$ cat src/design/latch_pkg.sv
`default_nettype none

package latch_pkg;

    // execute opcode field width
    localparam int OP_W = 3;

    // operations carried to execute, not evaluated here
    typedef enum logic [OP_W-1:0] {
        OP_ADD  = 3'd0,
        OP_SUB  = 3'd1,
        OP_AND  = 3'd2,
        OP_OR   = 3'd3,
        OP_XOR  = 3'd4,
        OP_PASS = 3'd5
    } op_e;

    // modifiable part: per operand {ready, tag, value}
    function automatic int m_width(input int ops, input int tag_w, input int data_w);
        return ops * (1 + tag_w + data_w);
    endfunction

    // fixed part: {opcode, destination tag}
    function automatic int n_width(input int tag_w);
        return OP_W + tag_w;
    endfunction

endpackage

`default_nettype wire

$ cat src/design/ex_issue.sv
`timescale 1ns/1ps
`default_nettype none

module ex_issue import latch_pkg::*; #(
    parameter int OPS    = 2,
    parameter int TAG_W  = 4,
    parameter int DATA_W = 16
) (
    input  logic                                                   clk,
    input  logic                                                   rst,
    input  logic                                                   clr,
    input  logic                                                   empty,
    input  logic [n_width(TAG_W)+m_width(OPS, TAG_W, DATA_W)-1:0] head,
    input  logic                                                   ex_ready,
    output logic                                                   rd,
    output logic                                                   ex_valid,
    output op_e                                                    ex_op,
    output logic [TAG_W-1:0]                                       ex_dest,
    output logic [OPS*DATA_W-1:0]                                  ex_src_val
);

    localparam int M_W   = m_width(OPS, TAG_W, DATA_W);
    localparam int OPD_W = m_width(1, TAG_W, DATA_W);

    logic [OPS-1:0]        head_rdy;
    logic [OPS*DATA_W-1:0] head_val;
    op_e                   head_op;
    logic [TAG_W-1:0]      head_dest;

    // fixed part sits above the operands
    assign head_op   = op_e'(head[M_W+TAG_W +: OP_W]);
    assign head_dest = head[M_W +: TAG_W];

    for (genvar i = 0; i < OPS; i++) begin : g_opd
        assign head_rdy[i]                  = head[i*OPD_W + OPD_W - 1];
        assign head_val[i*DATA_W +: DATA_W] = head[i*OPD_W +: DATA_W];
    end

    // pull the head when all operands are in and the register frees up
    assign rd = !empty && (&head_rdy) && (!ex_valid || ex_ready);

    always_ff @(posedge clk) begin
        if (rst || clr) begin
            ex_valid <= 1'b0;
        end else if (rd) begin
            ex_valid <= 1'b1;
        end else if (ex_ready) begin
            ex_valid <= 1'b0;
        end
    end

    // held under back-pressure since rd stays low
    always_ff @(posedge clk) begin
        if (rd) begin
            ex_op      <= head_op;
            ex_dest    <= head_dest;
            ex_src_val <= head_val;
        end
    end

endmodule

`default_nettype wire

$ cat src/design/mem_ex_latch_queue.sv
`timescale 1ns/1ps
`default_nettype none

module mem_ex_latch_queue import latch_pkg::*; #(
    parameter int OPS      = 2,
    parameter int TAG_W    = 4,
    parameter int DATA_W   = 16,
    parameter int Q_LENGTH = 4
) (
    input  logic                  clk,
    input  logic                  rst,
    input  logic                  clr,
    input  logic                  mem_wr,
    input  op_e                   mem_op,
    input  logic [TAG_W-1:0]      mem_dest,
    input  logic [OPS*TAG_W-1:0]  mem_src_tag,
    input  logic [OPS*DATA_W-1:0] mem_src_val,
    input  logic [OPS-1:0]        mem_src_rdy,
    input  logic                  bcast_valid,
    input  logic [TAG_W-1:0]      bcast_tag,
    input  logic [DATA_W-1:0]     bcast_data,
    input  logic                  ex_ready,
    output logic                  full,
    output logic                  empty,
    output logic                  ex_valid,
    output op_e                   ex_op,
    output logic [TAG_W-1:0]      ex_dest,
    output logic [OPS*DATA_W-1:0] ex_src_val
);

    localparam int M_W   = m_width(OPS, TAG_W, DATA_W);
    localparam int N_W   = n_width(TAG_W);
    localparam int OPD_W = m_width(1, TAG_W, DATA_W);

    logic [M_W-1:0]          m_din;
    logic [N_W-1:0]          n_din;
    logic [Q_LENGTH*M_W-1:0] old_m_vector;
    logic [Q_LENGTH*M_W-1:0] new_m_vector;
    logic [Q_LENGTH-1:0]     modify_vector;
    logic [N_W+M_W-1:0]      dout;
    logic                    rd;

    // operand i packed as {ready, tag, value} at slice i
    for (genvar i = 0; i < OPS; i++) begin : g_pack
        assign m_din[i*OPD_W +: OPD_W] = {mem_src_rdy[i],
                                          mem_src_tag[i*TAG_W +: TAG_W],
                                          mem_src_val[i*DATA_W +: DATA_W]};
    end

    assign n_din = {mem_op, mem_dest};

    queue_nm #(
        .OPS      (OPS),
        .TAG_W    (TAG_W),
        .DATA_W   (DATA_W),
        .Q_LENGTH (Q_LENGTH)
    ) queue_nm_i (
        .clk           (clk),
        .rst           (rst),
        .clr           (clr),
        .wr            (mem_wr),
        .rd            (rd),
        .m_din         (m_din),
        .n_din         (n_din),
        .new_m_vector  (new_m_vector),
        .modify_vector (modify_vector),
        .full          (full),
        .empty         (empty),
        .old_m_vector  (old_m_vector),
        .dout          (dout)
    );

    operand_wakeup #(
        .OPS      (OPS),
        .TAG_W    (TAG_W),
        .DATA_W   (DATA_W),
        .Q_LENGTH (Q_LENGTH)
    ) operand_wakeup_i (
        .bcast_valid   (bcast_valid),
        .bcast_tag     (bcast_tag),
        .bcast_data    (bcast_data),
        .old_m_vector  (old_m_vector),
        .new_m_vector  (new_m_vector),
        .modify_vector (modify_vector)
    );

    ex_issue #(
        .OPS    (OPS),
        .TAG_W  (TAG_W),
        .DATA_W (DATA_W)
    ) ex_issue_i (
        .clk        (clk),
        .rst        (rst),
        .clr        (clr),
        .empty      (empty),
        .head       (dout),
        .ex_ready   (ex_ready),
        .rd         (rd),
        .ex_valid   (ex_valid),
        .ex_op      (ex_op),
        .ex_dest    (ex_dest),
        .ex_src_val (ex_src_val)
    );

endmodule

`default_nettype wire

$ cat src/design/operand_wakeup.sv
`timescale 1ns/1ps
`default_nettype none

module operand_wakeup import latch_pkg::*; #(
    parameter int OPS      = 2,
    parameter int TAG_W    = 4,
    parameter int DATA_W   = 16,
    parameter int Q_LENGTH = 4
) (
    input  logic                                          bcast_valid,
    input  logic [TAG_W-1:0]                                bcast_tag,
    input  logic [DATA_W-1:0]                               bcast_data,
    input  logic [Q_LENGTH*m_width(OPS, TAG_W, DATA_W)-1:0] old_m_vector,
    output logic [Q_LENGTH*m_width(OPS, TAG_W, DATA_W)-1:0] new_m_vector,
    output logic [Q_LENGTH-1:0]                             modify_vector
);

    localparam int M_W   = m_width(OPS, TAG_W, DATA_W);
    // one operand: {ready, tag, value}
    localparam int OPD_W = m_width(1, TAG_W, DATA_W);

    // one match bit per operand per slot
    logic [Q_LENGTH*OPS-1:0] match;

    for (genvar k = 0; k < Q_LENGTH; k++) begin : g_slot
        for (genvar i = 0; i < OPS; i++) begin : g_opd
            localparam int BASE = k*M_W + i*OPD_W;

            logic [OPD_W-1:0] old_opd;
            logic             opd_rdy;
            logic [TAG_W-1:0] opd_tag;

            assign old_opd = old_m_vector[BASE +: OPD_W];
            assign opd_rdy = old_opd[OPD_W-1];
            assign opd_tag = old_opd[DATA_W +: TAG_W];

            // only waiting operands listen
            assign match[k*OPS + i] = bcast_valid && !opd_rdy && (opd_tag == bcast_tag);

            assign new_m_vector[BASE +: OPD_W] = match[k*OPS + i] ?
                                                 {1'b1, opd_tag, bcast_data} : old_opd;
        end

        assign modify_vector[k] = |match[k*OPS +: OPS];
    end

endmodule

`default_nettype wire

$ cat src/design/queue_nm.sv
`timescale 1ns/1ps
`default_nettype none

module queue_nm import latch_pkg::*; #(
    parameter int OPS      = 2,
    parameter int TAG_W    = 4,
    parameter int DATA_W   = 16,
    parameter int Q_LENGTH = 4
) (
    input  logic                                          clk,
    input  logic                                          rst,
    input  logic                                          clr,
    input  logic                                          wr,
    input  logic                                          rd,
    input  logic [m_width(OPS, TAG_W, DATA_W)-1:0]          m_din,
    input  logic [n_width(TAG_W)-1:0]                       n_din,
    input  logic [Q_LENGTH*m_width(OPS, TAG_W, DATA_W)-1:0] new_m_vector,
    input  logic [Q_LENGTH-1:0]                             modify_vector,
    output logic                                          full,
    output logic                                          empty,
    output logic [Q_LENGTH*m_width(OPS, TAG_W, DATA_W)-1:0] old_m_vector,
    output logic [n_width(TAG_W)+m_width(OPS, TAG_W, DATA_W)-1:0] dout
);

    localparam int M_W   = m_width(OPS, TAG_W, DATA_W);
    localparam int N_W   = n_width(TAG_W);
    localparam int PTR_W = (Q_LENGTH > 1) ? $clog2(Q_LENGTH) : 1;
    localparam int CNT_W = $clog2(Q_LENGTH + 1);

    // slot storage
    logic [M_W-1:0] m_mem [Q_LENGTH];
    logic [N_W-1:0] n_mem [Q_LENGTH];

    logic [PTR_W-1:0]    head;
    logic [PTR_W-1:0]    tail;
    logic [CNT_W-1:0]    count;
    logic [Q_LENGTH-1:0] occ;
    logic [Q_LENGTH-1:0] occ_nxt;

    logic do_wr;
    logic do_rd;

    // wrap at Q_LENGTH, also for non power of two depths
    function automatic logic [PTR_W-1:0] ptr_inc(input logic [PTR_W-1:0] p);
        if (p == PTR_W'(Q_LENGTH - 1)) begin
            return '0;
        end
        return p + 1'b1;
    endfunction

    assign full  = (count == CNT_W'(Q_LENGTH));
    assign empty = (count == '0);

    // a write into a full queue is dropped even with a read
    assign do_wr = wr && !full;
    assign do_rd = rd && !empty;

    always_comb begin
        occ_nxt = occ;
        if (do_rd) begin
            occ_nxt[head] = 1'b0;
        end
        if (do_wr) begin
            occ_nxt[tail] = 1'b1;
        end
    end

    always_ff @(posedge clk) begin
        if (rst || clr) begin
            head  <= '0;
            tail  <= '0;
            count <= '0;
            occ   <= '0;
        end else begin
            occ   <= occ_nxt;
            count <= count + CNT_W'(do_wr) - CNT_W'(do_rd);
            if (do_wr) begin
                tail <= ptr_inc(tail);
            end
            if (do_rd) begin
                head <= ptr_inc(head);
            end
        end
    end

    // in-place wakeup of occupied slots, then the new entry
    // the tail slot is never occupied on a write, so the two never collide
    always_ff @(posedge clk) begin
        for (int k = 0; k < Q_LENGTH; k++) begin
            if (occ[k] && modify_vector[k]) begin
                m_mem[k] <= new_m_vector[k*M_W +: M_W];
            end
        end
        if (do_wr) begin
            m_mem[tail] <= m_din;
            n_mem[tail] <= n_din;
        end
    end

    for (genvar k = 0; k < Q_LENGTH; k++) begin : g_old
        assign old_m_vector[k*M_W +: M_W] = m_mem[k];
    end

    // head entry, fixed part on top
    assign dout = {n_mem[head], m_mem[head]};

endmodule

`default_nettype wire

$ cat config.mk
export PLATFORM = sky130hd
export DESIGN_NAME = mem_ex_latch_queue
export DESIGN_NICKNAME = d
export VERILOG_FILES = /design/src/design/latch_pkg.sv /design/src/design/ex_issue.sv /design/src/design/mem_ex_latch_queue.sv /design/src/design/operand_wakeup.sv /design/src/design/queue_nm.sv
export SDC_FILE = /design/constraint.sdc
export NUM_CORES = 1
export LEC_CHECK = 0
export BUFFER_PORTS_ARGS = -buffer_cell sky130_fd_sc_hd__clkbuf_2
export CELL_PAD_IN_SITES_DETAIL_PLACEMENT = 0
export CELL_PAD_IN_SITES_GLOBAL_PLACEMENT = 2
export CORE_MARGIN = 2
export CORE_UTILIZATION = 30
export DETAILED_ROUTE_END_ITERATION = 10
export GPL_TIMING_DRIVEN = 0
export PLACE_DENSITY = 0.68
export SYNTH_ARGS = -nofsm -noshare
export SYNTH_HDL_FRONTEND = slang
export SYNTH_HIERARCHICAL = 1
export SYNTH_SLANG_ARGS = --single-unit
$ cat constraint.sdc
create_clock -name clk -period 9 [get_ports clk]
set_input_delay 1.35 -clock clk [delete_from_list [all_inputs] [get_ports clk]]
set_output_delay 1.35 -clock clk [all_outputs]
set_load 0.05 [all_outputs]
# After elaboration in Yosys (flattened, before gate mapping)
# Memory sizes are Yosys's and may differ from the RTL's. A register that Yosys moved wholly into a read port is not among the register bits.
# Index checks and enable logic that the tools add are counted.
# classes
addsub,4
order_cmp,4
eq_ne,11
muxes,38
n_bitwise,3
n_reduce_logical,46
# op_table
operator,count
21-bit 2-to-1 mux,8
4-bit equality test,8
1-bit logical AND,26
1-bit 2-to-1 mux,20
2-bit 2-to-1 mux,6
1-bit logical NOT,11
4-bit 2-to-1 mux,2
2-bit OR reduction,4
"2-bit by 3-bit < comparator with 1-bit output, second input constant",2
"2-bit by 1-bit adder with 2-bit output, second input constant",2
4-bit AND,1
1-bit demux with 2-bit select,2
"2-bit equality test, second input constant",2
"2-bit by 1-bit >= comparator with 1-bit output, second input constant",2
4-bit inverter,1
4-bit OR,1
3-bit by 1-bit adder with 3-bit output,1
"3-bit equality test, second input constant",1
3-bit logical NOT,1
3-bit by 1-bit subtractor with 3-bit output,1
1-bit logical OR,2
2-bit AND reduction,1
2-bit nonzero test,1
# word_totals
register_bits,44
ram_bits,196
inputBits,75
output_inout_bits,42
mem_count,2
# memory_table
memory,depth,word_bits,rd,rd_clocked_by_memory_dff,wr,line_no,rtl
queue_nm_i.m_mem,4,42,5,1,5,queue_nm.sv:31,logic [M_W-1:0] m_mem [Q_LENGTH];
queue_nm_i.n_mem,4,7,1,1,1,queue_nm.sv:32,logic [N_W-1:0] n_mem [Q_LENGTH];

# Depth between registers and ports, before layout
# Gate-level depths: netlist of run 1.
# logic_depth
ltp_word,10
mapped_depth,15
mapped_depth_nobuf,13

# Modules after synthesis
# The synthesis of run 1 kept the hierarchy.
# modules_own_cells
module,n_inst,cells_each,area_per_inst_um2,seq_area_each_um2
queue_nm,1,526,10032.1,6145.9
operand_wakeup,1,250,2421.1,0.0
ex_issue,1,44,1243.7,1191.1

# Worst setup path after synthesis of run 1
# Ideal clock, no wire load.
# synth_timing
path_type,input to register
startpoint,input ex_ready
endpoint,register queue_nm_i.count[2]
t_arrival_ns,5.227
required_ns,8.922
path_slack_ns,3.695
stages,12
path_cell_list,nand2b_4 -> nor2b_1 -> o31ai_1 -> inv_1 -> ha_1 -> inv_1 -> ha_1 -> inv_1 -> fa_1 -> xor2_1 -> and2_2 -> nor3_1
# synth_between
elab_chain_cells,4
# synth_lines
element,line_no,rtl
start: declaration,mem_ex_latch_queue.sv:22,"input logic ex_ready,"
1-bit logical OR,ex_issue.sv:40,assign rd = !empty && (&head_rdy) && (!ex_valid || ex_ready);
1-bit logical AND,ex_issue.sv:40,
net rd,mem_ex_latch_queue.sv:41,logic rd;
1-bit logical AND,queue_nm.sv:56,assign do_rd = rd && !empty;
3-bit by 1-bit subtractor with 3-bit output,queue_nm.sv:76,count <= count + CNT_W'(do_wr) - CNT_W'(do_rd);
end signal: assignment,queue_nm.sv:76,
end: declaration,queue_nm.sv:36,logic [CNT_W-1:0] count;
# The timed path passes the listed nets, and every way through them passes these cells.
# A chain may end at the register's enable or synchronous reset.

==> run_summary.xml, run 1 <==
<?xml version="1.0" encoding="UTF-8"?>
<metrics>
  <group name="status">
    <metric name="outcome" unit="">finished clean</metric>
  </group>
  <group name="floorplan">
    <metric name="fp-row-count" unit="">77</metric>
    <metric name="die_w" unit="um">216</metric>
    <metric name="floorplan.die_area" unit="um^2">46800</metric>
    <metric name="floorplan.io_pins" unit="">117</metric>
    <metric name="die_h" unit="um">216</metric>
    <metric name="effective_utilization_at_floorplan" unit="%">30.5</metric>
    <metric name="fp.coreArea" unit="um^2">44300</metric>
  </group>
  <group name="global_route">
    <metric name="grt_use_total" unit="%">15.5</metric>
    <metric name="global_route.overflow_total" unit="">0</metric>
    <metric name="grt_antenna_before_repair" unit="">1</metric>
    <metric name="grt_pass1_vias" unit="">7784</metric>
    <metric name="grt_first_pass_wirelength" unit="um">53400</metric>
    <metric name="largest_net_degree_at_the_start_of_global_routing" unit="">26</metric>
  </group>
  <group name="sta">
    <metric name="maximum_clock_frequency" unit="MHz">245</metric>
    <metric name="relSlewSlack" unit="%">28.5</metric>
    <metric name="finalSetupViolations" unit="">0</metric>
    <metric name="post-route-period-util" unit="%">45.3</metric>
    <metric name="final_max_slew_viol_count" unit="">0</metric>
    <metric name="fin_tns_setup" unit="ns">0</metric>
    <metric name="final.setup.worst_slack" unit="ns">4.92</metric>
    <metric name="rsz0062_at_grt" unit="">no</metric>
    <metric name="fin_skew" unit="ns">0.0109</metric>
    <metric name="timing.final.hold_violations" unit="">0</metric>
    <metric name="tightestPinTransition" unit="ns">1.06</metric>
    <metric name="layout_min_cycle_time" unit="ns">4.08</metric>
  </group>
  <group name="route">
    <metric name="met2WireLength" unit="um">17400</metric>
    <metric name="routedLengthMet1" unit="um">16600</metric>
    <metric name="vias" unit="">7378</metric>
    <metric name="drtIter0Drc" unit="">503</metric>
    <metric name="top_layer" unit="">met4</metric>
    <metric name="met3_length" unit="um">1430</metric>
    <metric name="via_per_inst" unit="">4.68</metric>
    <metric name="finalWirelength" unit="um">36100</metric>
    <metric name="wl_per_cell" unit="um">22.9</metric>
    <metric name="post_detailed_route_count_of_antenna_violating_nets" unit="">0</metric>
    <metric name="drt_drc_violations_left" unit="">0</metric>
    <metric name="drt-pass1-iter-count" unit="">6</metric>
  </group>
  <group name="clock_tree">
    <metric name="cts_tree" unit="">built</metric>
    <metric name="cts_resized" unit="">0</metric>
    <metric name="cts_buffer_count" unit="">29</metric>
    <metric name="cts_max_path_buffers" unit="">3</metric>
    <metric name="cts_hold_buffers" unit="">0</metric>
    <metric name="root_buffer" unit="">sky130_fd_sc_hd__clkbuf_16</metric>
    <metric name="clock_insertion_delay_worst_skew" unit="ns">0.56</metric>
    <metric name="clk_pin_slew" unit="ns">0.06</metric>
    <metric name="clock_sink_count" unit="">249</metric>
    <metric name="post_cts_buffers" unit="">0</metric>
    <metric name="h-tree-depth" unit="">1</metric>
  </group>
  <group name="setup_path">
    <metric name="timing.critical_path.from" unit="">bcast_tag[3]</metric>
    <metric name="cp_max_fo" unit="">23</metric>
    <metric name="setup.worst_path.class" unit="">input port to register</metric>
    <metric name="worst_path_arrival_time" unit="ns">4.33</metric>
    <metric name="worst_setup_path_start_kind" unit="">input port</metric>
    <metric name="worstRegToRegCells" unit="">14</metric>
    <metric name="timing.critical_path.to_type" unit="">register</metric>
    <metric name="regToRegSetupSlack" unit="ns">4.95</metric>
    <metric name="worst_r2r_endpoint" unit="">queue_nm_i/count[2]$_SDFF_PP0_</metric>
    <metric name="required" unit="ns">9.25</metric>
  </group>
  <group name="finish">
    <metric name="most-common-layout-cells" unit="">sky130_fd_sc_hd__edfxtp_1 (235), sky130_fd_sc_hd__mux2_2 (234), sky130_fd_sc_hd__clkbuf_2 (112)</metric>
    <metric name="mostFrequentLayoutCell" unit="">sky130_fd_sc_hd__edfxtp_1</metric>
    <metric name="syn_to_final_growth" unit="%">17.4</metric>
    <metric name="layout_cell_share_with_drive_strength_beyond_1" unit="%">59.0</metric>
    <metric name="num-nets-final" unit="">1046</metric>
  </group>
  <group name="place">
    <metric name="hpwlAfterDp" unit="um">24100</metric>
    <metric name="place.gp.congestion" unit="">0.708</metric>
    <metric name="place.port_buffers" unit="">112</metric>
    <metric name="detailedPlace.worstSlack" unit="ns">4.28</metric>
  </group>
  <group name="power">
    <metric name="ir_drop" unit="uV">115</metric>
    <metric name="leakagePower" unit="nW">5.79</metric>
    <metric name="power_per_cell_area" unit="nW/um^2">171</metric>
  </group>
  <group name="hold_path">
    <metric name="count_of_cells_along_the_worst_hold_path" unit="">2</metric>
    <metric name="hold_start" unit="">queue_nm_i/occ[3]$_SDFF_PP0_</metric>
    <metric name="holdPathEnd" unit="">queue_nm_i/occ[3]$_SDFF_PP0_</metric>
    <metric name="hold_class" unit="">register to register</metric>
  </group>
  <group name="synthesis">
    <metric name="yosys_warnings" unit="">6</metric>
    <metric name="synth.avg_cell_area" unit="um^2">16.6</metric>
    <metric name="post_synth_instance_area" unit="um^2">13500</metric>
    <metric name="synthesis.instances" unit="">812</metric>
    <metric name="synthesis.nets" unit="">898</metric>
  </group>
  <group name="run">
    <metric name="cap_viol_max_count" unit="">0</metric>
  </group>
</metrics>
## cell type report
cell class	count	area, um^2
buffer	79	711
inverter	33	131
timing repair buffer	117	661
sequential	249	7340
clock inverter	12	108
fill	4272	28400
multi-input combinational	451	5360
clock buffer	41	822
antenna	1	2.50
tap	592	741
## power by group
part	switching (mW)	internal [mW]	total, mW
Clock	0.476	0.688	1.16
Sequential	0.0151	1.31	1.32
Combinational	0.121	0.108	0.229
## how the worst max path moves through the flow
stage,to,slack (ns),depth (start not counted)
floorplan,queue_nm_i/count[2]$_SDFF_PP0_,3.70,12
global placement,queue_nm_i/count[2]$_SDFF_PP0_,1.24,13
detailed placement,queue_nm_i/m_mem[1][13]$_DFFE_PP_,4.28,10
CTS,queue_nm_i/m_mem[1][29]$_DFFE_PP_,4.88,10
global route,queue_nm_i/count[2]$_SDFF_PP0_,4.65,14
finish,queue_nm_i/m_mem[1][12]$_DFFE_PP_,4.92,10
## worst max-delay path: stages
cell and delay, ns:
sky130_fd_sc_hd__clkbuf_2 0.09, sky130_fd_sc_hd__buf_6 0.14, sky130_fd_sc_hd__xor2_1 0.16, sky130_fd_sc_hd__nor3_1 0.24, sky130_fd_sc_hd__nand4b_1 0.80, sky130_fd_sc_hd__buf_2 0.52
sky130_fd_sc_hd__nand2_1 0.10, sky130_fd_sc_hd__nand2_1 0.06, sky130_fd_sc_hd__nand2_2 0.57, sky130_fd_sc_hd__buf_12 0.27
## registers in the layout, indices dropped and copies added, names as in the netlist, named ones only
signal	flops
ex_issue_i/ex_dest	4
queue_nm_i/head	2
queue_nm_i/m_mem	168
ex_issue_i/ex_valid	1
queue_nm_i/tail	2
queue_nm_i/count	3
queue_nm_i/n_mem	28
ex_issue_i/ex_op	3
queue_nm_i/occ	4
ex_issue_i/ex_src_val	32
## stage by stage
stage / area (um^2) / hold WS, ns / power [mW] / instances / utilization [%]
floorplan: 13500 / 0.454 / 1.49 / 812 / -
global placement: 14800 / 0.464 / 1.57 / 1516 / 33.4
finish: 15900 / 0.477 / 2.72 / 1575 / 35.8
detailed placement: 14900 / 0.471 / 1.58 / 1521 / 33.7
CTS: 15900 / 0.480 / 2.76 / 1574 / 35.8
global route: 15900 / 0.500 / 2.82 / 1574 / 35.8
## routing by layer
metal | GRT usage, % | vias to the layer above
li1 | - | 3430
met3 | 2.36 | 40
met2 | 26.0 | 156
met1 | 20.9 | 3752
met5 | 0 | -
met4 | 3.90 | 0
No activity file was read; power rests on OpenSTA's default activity.
==> run 2, diff against run 1 <==
ABC_AREA = 1   (was not set)
PLACE_DENSITY = 0.77   (was 0.68)
clock period = 3.9 ns   (was 9 ns; I/O delays follow)
==> run_summary.xml, run 2 <==
<?xml version="1.0" encoding="UTF-8"?>
<metrics>
  <group name="floorplan">
    <metric name="die_w" unit="um">224</metric>
    <metric name="floorplan.io_pins" unit="">117</metric>
    <metric name="fp-row-count" unit="">80</metric>
    <metric name="fp.coreArea" unit="um^2">47800</metric>
    <metric name="die_h" unit="um">224</metric>
    <metric name="floorplan.die_area" unit="um^2">50300</metric>
    <metric name="effective_utilization_at_floorplan" unit="%">30.4</metric>
  </group>
  <group name="setup_path">
    <metric name="critPathMaxStageDelay" unit="ns">0.60</metric>
    <metric name="worstRegToRegCells" unit="">15</metric>
    <metric name="worst_setup_path_start_kind" unit="">register</metric>
    <metric name="cp_max_fo" unit="">10</metric>
    <metric name="regToRegSetupSlack" unit="ns">0.38</metric>
    <metric name="worst_path_dominant_cell_family" unit="">buffers and inverters</metric>
    <metric name="setup.worst_path.class" unit="">register to register</metric>
    <metric name="worst_r2r_endpoint" unit="">queue_nm_i/count[2]$_SDFF_PP0_</metric>
    <metric name="crit_path_cell_trace" unit="">buf_2 -&gt; buf_1 -&gt; nor2_1 -&gt; o22ai_1 -&gt; nand3_1 -&gt; a21oi_4 -&gt; nand2_1 -&gt; inv_1 -&gt; ha_1 -&gt; inv_1 -&gt; ha_1 -&gt; inv_1 -&gt; fa_1 -&gt; o21ai_0 -&gt; a21oi_1</metric>
    <metric name="worst_path_most_repeated_cell" unit="">sky130_fd_sc_hd__inv_1</metric>
    <metric name="required" unit="ns">4.32</metric>
    <metric name="crit_buf_inv" unit="">5</metric>
    <metric name="timing.critical_path.to_type" unit="">register</metric>
    <metric name="worst_path_arrival_time" unit="ns">3.95</metric>
    <metric name="critPathSlowestCell" unit="">sky130_fd_sc_hd__buf_1</metric>
  </group>
  <group name="synthesis">
    <metric name="post_synth_instance_area" unit="um^2">14500</metric>
    <metric name="synthesis.instances" unit="">1728</metric>
    <metric name="yosys_warnings" unit="">6</metric>
    <metric name="synthesis.nets" unit="">1814</metric>
    <metric name="synth.avg_cell_area" unit="um^2">8.42</metric>
  </group>
  <group name="clock_tree">
    <metric name="cts_max_path_buffers" unit="">3</metric>
    <metric name="clk_pin_slew" unit="ns">0.06</metric>
    <metric name="cts_tree" unit="">built</metric>
    <metric name="cts_buffer_count" unit="">34</metric>
    <metric name="h-tree-depth" unit="">2</metric>
    <metric name="clock_insertion_delay_worst_skew" unit="ns">0.55</metric>
    <metric name="clock_sink_count" unit="">249</metric>
    <metric name="root_buffer" unit="">sky130_fd_sc_hd__clkbuf_16</metric>
  </group>
  <group name="sta">
    <metric name="layout_min_cycle_time" unit="ns">3.52</metric>
    <metric name="final_max_slew_viol_count" unit="">0</metric>
    <metric name="rsz0062_at_grt" unit="">no</metric>
    <metric name="maximum_clock_frequency" unit="MHz">284</metric>
    <metric name="relSlewSlack" unit="%">47.7</metric>
    <metric name="post-route-period-util" unit="%">90.3</metric>
    <metric name="timing.final.hold_violations" unit="">0</metric>
    <metric name="tightestPinTransition" unit="ns">0.782</metric>
    <metric name="fin_skew" unit="ns">0.0250</metric>
    <metric name="finalSetupViolations" unit="">0</metric>
  </group>
  <group name="route">
    <metric name="post_detailed_route_count_of_antenna_violating_nets" unit="">0</metric>
    <metric name="via_per_inst" unit="">4.95</metric>
    <metric name="vias" unit="">12394</metric>
    <metric name="wl_per_cell" unit="um">22.1</metric>
    <metric name="drtIter0Drc" unit="">1173</metric>
    <metric name="drt_drc_violations_left" unit="">0</metric>
    <metric name="finalWirelength" unit="um">55200</metric>
    <metric name="drt-pass1-iter-count" unit="">5</metric>
  </group>
  <group name="finish">
    <metric name="largestRegisters" unit="">queue_nm_i/m_mem x168, ex_issue_i/ex_src_val x32, queue_nm_i/n_mem x28</metric>
    <metric name="antenna_cells_inserted" unit="">0</metric>
    <metric name="syn_to_final_growth" unit="%">17.1</metric>
    <metric name="registers.top_by_ff_count" unit="">queue_nm_i/m_mem</metric>
    <metric name="most-common-layout-cells" unit="">sky130_fd_sc_hd__nand2_1 (763), sky130_fd_sc_hd__edfxtp_1 (235), sky130_fd_sc_hd__clkbuf_2 (104)</metric>
    <metric name="fin_util" unit="%">35.6</metric>
    <metric name="finish.instance_area" unit="um^2">17000</metric>
    <metric name="mostFrequentLayoutCell" unit="">sky130_fd_sc_hd__nand2_1</metric>
    <metric name="num-nets-final" unit="">1952</metric>
    <metric name="largest_reg_flops" unit="">168</metric>
    <metric name="layout_cell_share_with_drive_strength_beyond_1" unit="%">21.9</metric>
  </group>
  <group name="place">
    <metric name="dpl-instance-area" unit="um^2">15900</metric>
    <metric name="place.port_buffers" unit="">96</metric>
    <metric name="place.gp.congestion" unit="">0.829</metric>
    <metric name="hpwlAfterDp" unit="um">38200</metric>
  </group>
  <group name="power">
    <metric name="power_per_cell_area" unit="nW/um^2">411</metric>
    <metric name="ir_drop" unit="uV">217</metric>
    <metric name="leakagePower" unit="nW">7.59</metric>
  </group>
  <group name="run">
    <metric name="cap_viol_max_count" unit="">0</metric>
  </group>
  <group name="hold_path">
    <metric name="count_of_cells_along_the_worst_hold_path" unit="">1</metric>
    <metric name="hold_start" unit="">mem_dest[3]</metric>
    <metric name="holdPathEnd" unit="">queue_nm_i/n_mem[1][3]$_DFFE_PP_</metric>
    <metric name="hold_class" unit="">input port to register</metric>
  </group>
  <group name="global_route">
    <metric name="global_route.overflow_total" unit="">0</metric>
    <metric name="grt_pass1_vias" unit="">12146</metric>
    <metric name="grt_first_pass_wirelength" unit="um">80600</metric>
    <metric name="grt_antenna_before_repair" unit="">2</metric>
    <metric name="largest_net_degree_at_the_start_of_global_routing" unit="">27</metric>
    <metric name="grt_use_total" unit="%">21.9</metric>
  </group>
  <group name="status">
    <metric name="outcome" unit="">finished clean</metric>
  </group>
</metrics>
==> run 2: cell count changes in the layout (fill, tap and decap cells not counted), sizes merged, moves of 41 or more <==
| cell | before | now |
|---|---|---|
| buf | 73 | 126 |
| nand4 | 0 | 64 |
| nand2 | 23 | 856 |
| mux2 | 296 | 0 |
| o21ai | 5 | 91 |
| nor2 | 3 | 116 |
| mux4 | 41 | 0 |
| nand3 | 5 | 85 |
==> run 2: what timing repair did <==
| action | 4_1_cts | 5_1_grt |
|---|---|---|
| hold buffers | 0 | 0 |
| setup buffers | 1 | 0 |
| gates resized for setup | 0 | 0 |
| endpoints found under the setup margin | 2 | 0 |
==> run 2: routing by layer <==
metal,global-route usage (%),vias up,share of wire [%]
li1,-,5973,-
met1,29.9,5905,45
met2,35.5,442,46
met3,4.32,70,6.5
met4,5.79,4,2.3
met5,0,-,0.054
==> run 2: area by class of cell <==
type / instances / area [um^2]
repair buffers: 102 / 588
multi-input cells: 1280 / 5970
well taps: 615 / 769
clock buffers: 45 / 963
plain buffers: 144 / 1040
flip-flops and latches: 249 / 7340
inverters: 55 / 221
clock inverters: 14 / 148
fillers: 5041 / 30800
==> run 2: metrics by stage <==
step	total power, mW	instances	hold WS [ns]	worst slack (ns)	TNS, ns
2_1_floorplan	3.59	1728	0.439	0.151	0
4_1_cts	7.07	2504	0.248	0.379	0
5_1_grt	7.25	2504	0.259	0.187	0
3_3_place_gp	3.87	2439	0.455	-1.63	-96.14
6_report	7.01	2504	0.269	0.377	0
3_5_place_dp	3.89	2444	0.456	-0.211	-0.333
==> run 2: worst max-delay path by stage <==
stage                                           to  slack (ns)  cells past startpoint
floorplan           queue_nm_i/count[2]$_SDFF_PP0_        0.15                     15
CTS                 queue_nm_i/count[2]$_SDFF_PP0_        0.38                     15
global route        queue_nm_i/count[2]$_SDFF_PP0_        0.19                     15
finish              queue_nm_i/count[2]$_SDFF_PP0_        0.38                     15
global placement    queue_nm_i/count[2]$_SDFF_PP0_       -1.63                     15
detailed placement  queue_nm_i/count[2]$_SDFF_PP0_       -0.21                     15
==> run 2: power by group <==
| group | internal (mW) | leakage (nW) | switching, mW | total, mW |
|---|---|---|---|---|
| clock | 1.93 | 0.550 | 1.24 | 3.17 |
| sequential | 3.03 | 2.27 | 0.0435 | 3.08 |
| combinational | 0.218 | 4.76 | 0.542 | 0.761 |
==> run 3, diff against run 2 <==
clock period = 3.6 ns   (was 3.9 ns; I/O delays follow)
==> run_summary.xml, run 3 (synthesis gave the netlist of run 2 again) <==
<?xml version="1.0" encoding="UTF-8"?>
<metrics>
  <group name="setup_path">
    <metric name="required" unit="ns">4.07</metric>
    <metric name="timing.critical_path.to_type" unit="">register</metric>
    <metric name="crit_buf_inv" unit="">6</metric>
    <metric name="critPathSlowestCell" unit="">sky130_fd_sc_hd__fa_1</metric>
    <metric name="regToRegSetupSlack" unit="ns">0.22</metric>
    <metric name="worst_setup_path_start_kind" unit="">register</metric>
    <metric name="cp_max_fo" unit="">10</metric>
    <metric name="worstRegToRegCells" unit="">16</metric>
    <metric name="critPathMaxStageDelay" unit="ns">0.40</metric>
    <metric name="worst_path_dominant_cell_family" unit="">buffers and inverters</metric>
    <metric name="worst_r2r_endpoint" unit="">queue_nm_i/count[2]$_SDFF_PP0_</metric>
    <metric name="worst_path_arrival_time" unit="ns">3.84</metric>
    <metric name="worst_path_most_repeated_cell" unit="">sky130_fd_sc_hd__inv_1</metric>
    <metric name="crit_path_cell_trace" unit="">buf_2 -&gt; inv_2 -&gt; buf_2 -&gt; nor2_1 -&gt; o22ai_1 -&gt; nand3_2 -&gt; a21oi_4 -&gt; nand2_1 -&gt; inv_1 -&gt; ha_1 -&gt; inv_1 -&gt; ha_1 -&gt; inv_1 -&gt; fa_1 -&gt; o21ai_0 -&gt; a21oi_1</metric>
    <metric name="setup.worst_path.class" unit="">register to register</metric>
  </group>
  <group name="global_route">
    <metric name="grt_pass1_vias" unit="">12327</metric>
    <metric name="global_route.overflow_total" unit="">0</metric>
    <metric name="largest_net_degree_at_the_start_of_global_routing" unit="">43</metric>
    <metric name="grt_use_total" unit="%">21.8</metric>
    <metric name="grt_antenna_before_repair" unit="">1</metric>
    <metric name="grt_first_pass_wirelength" unit="um">81000</metric>
  </group>
  <group name="finish">
    <metric name="num-fill-cells" unit="">5091</metric>
    <metric name="largest_reg_flops" unit="">168</metric>
    <metric name="largestRegisters" unit="">queue_nm_i/m_mem x168, ex_issue_i/ex_src_val x32, queue_nm_i/n_mem x28</metric>
    <metric name="registers.top_by_ff_count" unit="">queue_nm_i/m_mem</metric>
    <metric name="syn_to_final_growth" unit="%">16.2</metric>
    <metric name="fin_util" unit="%">35.3</metric>
    <metric name="most-common-layout-cells" unit="">sky130_fd_sc_hd__nand2_1 (763), sky130_fd_sc_hd__edfxtp_1 (235), sky130_fd_sc_hd__clkbuf_2 (104)</metric>
    <metric name="num-nets-final" unit="">1948</metric>
    <metric name="mostFrequentLayoutCell" unit="">sky130_fd_sc_hd__nand2_1</metric>
    <metric name="layout.cells.non_filler" unit="">2500</metric>
    <metric name="layout_cell_share_with_drive_strength_beyond_1" unit="%">21.4</metric>
    <metric name="antenna_cells_inserted" unit="">0</metric>
  </group>
  <group name="sta">
    <metric name="relSlewSlack" unit="%">42.7</metric>
    <metric name="final_max_slew_viol_count" unit="">0</metric>
    <metric name="rsz0062_at_grt" unit="">no</metric>
    <metric name="maximum_clock_frequency" unit="MHz">296</metric>
    <metric name="hold-worst-slack" unit="ns">0.190</metric>
    <metric name="post-route-period-util" unit="%">93.8</metric>
    <metric name="tightestPinTransition" unit="ns">0.859</metric>
    <metric name="layout_min_cycle_time" unit="ns">3.38</metric>
    <metric name="final.setup.worst_slack" unit="ns">0.223</metric>
    <metric name="fin_skew" unit="ns">0.00910</metric>
    <metric name="finalSetupViolations" unit="">0</metric>
    <metric name="timing.final.hold_violations" unit="">0</metric>
  </group>
  <group name="place">
    <metric name="numPlacedInstances" unit="">2442</metric>
    <metric name="detailedPlace.worstSlack" unit="ns">-0.586</metric>
    <metric name="place.gp.congestion" unit="">0.813</metric>
    <metric name="hpwlAfterDp" unit="um">38000</metric>
    <metric name="place.port_buffers" unit="">96</metric>
  </group>
  <group name="route">
    <metric name="drt-pass1-iter-count" unit="">6</metric>
    <metric name="vias" unit="">12460</metric>
    <metric name="finalWirelength" unit="um">55200</metric>
    <metric name="wl_per_cell" unit="um">22.1</metric>
    <metric name="drt_drc_violations_left" unit="">0</metric>
    <metric name="post_detailed_route_count_of_antenna_violating_nets" unit="">0</metric>
    <metric name="via_per_inst" unit="">4.98</metric>
    <metric name="drtIter0Drc" unit="">1112</metric>
  </group>
  <group name="clock_tree">
    <metric name="cts_max_path_buffers" unit="">3</metric>
    <metric name="clock_insertion_delay_worst_skew" unit="ns">0.58</metric>
    <metric name="cts_hold_buffers" unit="">0</metric>
    <metric name="h-tree-depth" unit="">1</metric>
    <metric name="root_buffer" unit="">sky130_fd_sc_hd__clkbuf_16</metric>
    <metric name="clock_sink_count" unit="">249</metric>
    <metric name="clk_pin_slew" unit="ns">0.06</metric>
    <metric name="cts_tree" unit="">built</metric>
    <metric name="cts_buffer_count" unit="">31</metric>
  </group>
  <group name="floorplan">
    <metric name="die_w" unit="um">224</metric>
    <metric name="floorplan.io_pins" unit="">117</metric>
    <metric name="fp-row-count" unit="">80</metric>
    <metric name="effective_utilization_at_floorplan" unit="%">30.4</metric>
    <metric name="fp.coreArea" unit="um^2">47800</metric>
    <metric name="die_h" unit="um">224</metric>
    <metric name="floorplan.die_area" unit="um^2">50300</metric>
  </group>
  <group name="hold_path">
    <metric name="holdPathEnd" unit="">queue_nm_i/n_mem[0][5]$_DFFE_PP_</metric>
    <metric name="hold_class" unit="">input port to register</metric>
    <metric name="hold_start" unit="">mem_op[1]</metric>
    <metric name="count_of_cells_along_the_worst_hold_path" unit="">1</metric>
  </group>
  <group name="run">
    <metric name="cap_viol_max_count" unit="">0</metric>
  </group>
  <group name="power">
    <metric name="power_per_cell_area" unit="nW/um^2">431</metric>
    <metric name="total_switching_power" unit="mW">1.91</metric>
    <metric name="clkPwrFrac" unit="%">42.9</metric>
    <metric name="leakagePower" unit="nW">7.50</metric>
    <metric name="ir_drop" unit="uV">329</metric>
    <metric name="combinationalPowerShare" unit="%">11.3</metric>
    <metric name="power_report.internal_total" unit="mW">5.37</metric>
    <metric name="sw_frac_of_total" unit="%">26.2</metric>
    <metric name="sequentialPowerShare" unit="%">45.8</metric>
  </group>
  <group name="status">
    <metric name="outcome" unit="">finished clean</metric>
  </group>
</metrics>
run 3: cell types whose count changed in the layout (fill, tap and decap cells not counted), moves of 3 or more:
cell / change
sky130_fd_sc_hd__clkbuf_8: -5
sky130_fd_sc_hd__clkbuf_1: +3
sky130_fd_sc_hd__clkbuf_16: -4
sky130_fd_sc_hd__clkinv_1: +4
run 3: repair_timing:
action | CTS | global route
pin swaps | 0 | 0
cloned | 1 | 0
resized for setup | 1 | 1
setup buffers | 1 | 0
endpoints found under the setup margin | 3 | 2
run 3: layout make-up:
class | count | area (um^2) | share of cell area [%]
Sequential cell | 249 | 7340 | 43.4
Multi-Input combinational cell | 1281 | 6000 | 35.5
Buffer | 144 | 1040 | 6.15
Clock buffer | 39 | 806 | 4.77
Tap cell | 615 | 769 | 4.55
Timing Repair Buffer | 100 | 548 | 3.24
Inverter | 55 | 221 | 1.31
Clock inverter | 17 | 180 | 1.07
run 3: power by group through the flow:
stage          Combinational, mW  Clock (mW)  Sequential [mW]
5_1_grt                    0.892        3.31             3.34
2_1_floorplan              0.470           0             3.42
3_5_place_dp               0.812           0             3.39
3_3_place_gp               0.798           0             3.40
6_report                   0.820        3.13             3.33
4_1_cts                    0.817        3.21             3.33
run 3: per-stage QoR:
stage / power, mW / instance area (um^2) / setup TNS [ns]
floorplan: 3.89 / 14600 / 0
global placement: 4.19 / 15800 / -118.56
detailed placement: 4.21 / 15900 / -1.18
CTS: 7.36 / 16900 / 0
global route: 7.54 / 16900 / 0
finish: 7.28 / 16900 / 0
run 3: metal layers:
layer	share of wire, %	global-route usage (%)
met1	45	29.7
met2	46	36.2
met3	6.2	2.87
met4	2.6	6.62
met5	0.013	0
run 3: how the worst max path moves through the flow:
stage              from                             end  slack (ns)  cells after the start
2_1_floorplan  register  queue_nm_i/count[2]$_SDFF_PP0_        0.30                     15
3_3_place_gp   register  queue_nm_i/count[2]$_SDFF_PP0_       -1.14                     15
3_5_place_dp   register  queue_nm_i/count[2]$_SDFF_PP0_       -0.59                     15
4_1_cts        register  queue_nm_i/count[2]$_SDFF_PP0_        0.09                     16
5_1_grt        register  queue_nm_i/count[2]$_SDFF_PP0_       0.008                     16
6_report       register  queue_nm_i/count[2]$_SDFF_PP0_        0.22                     16
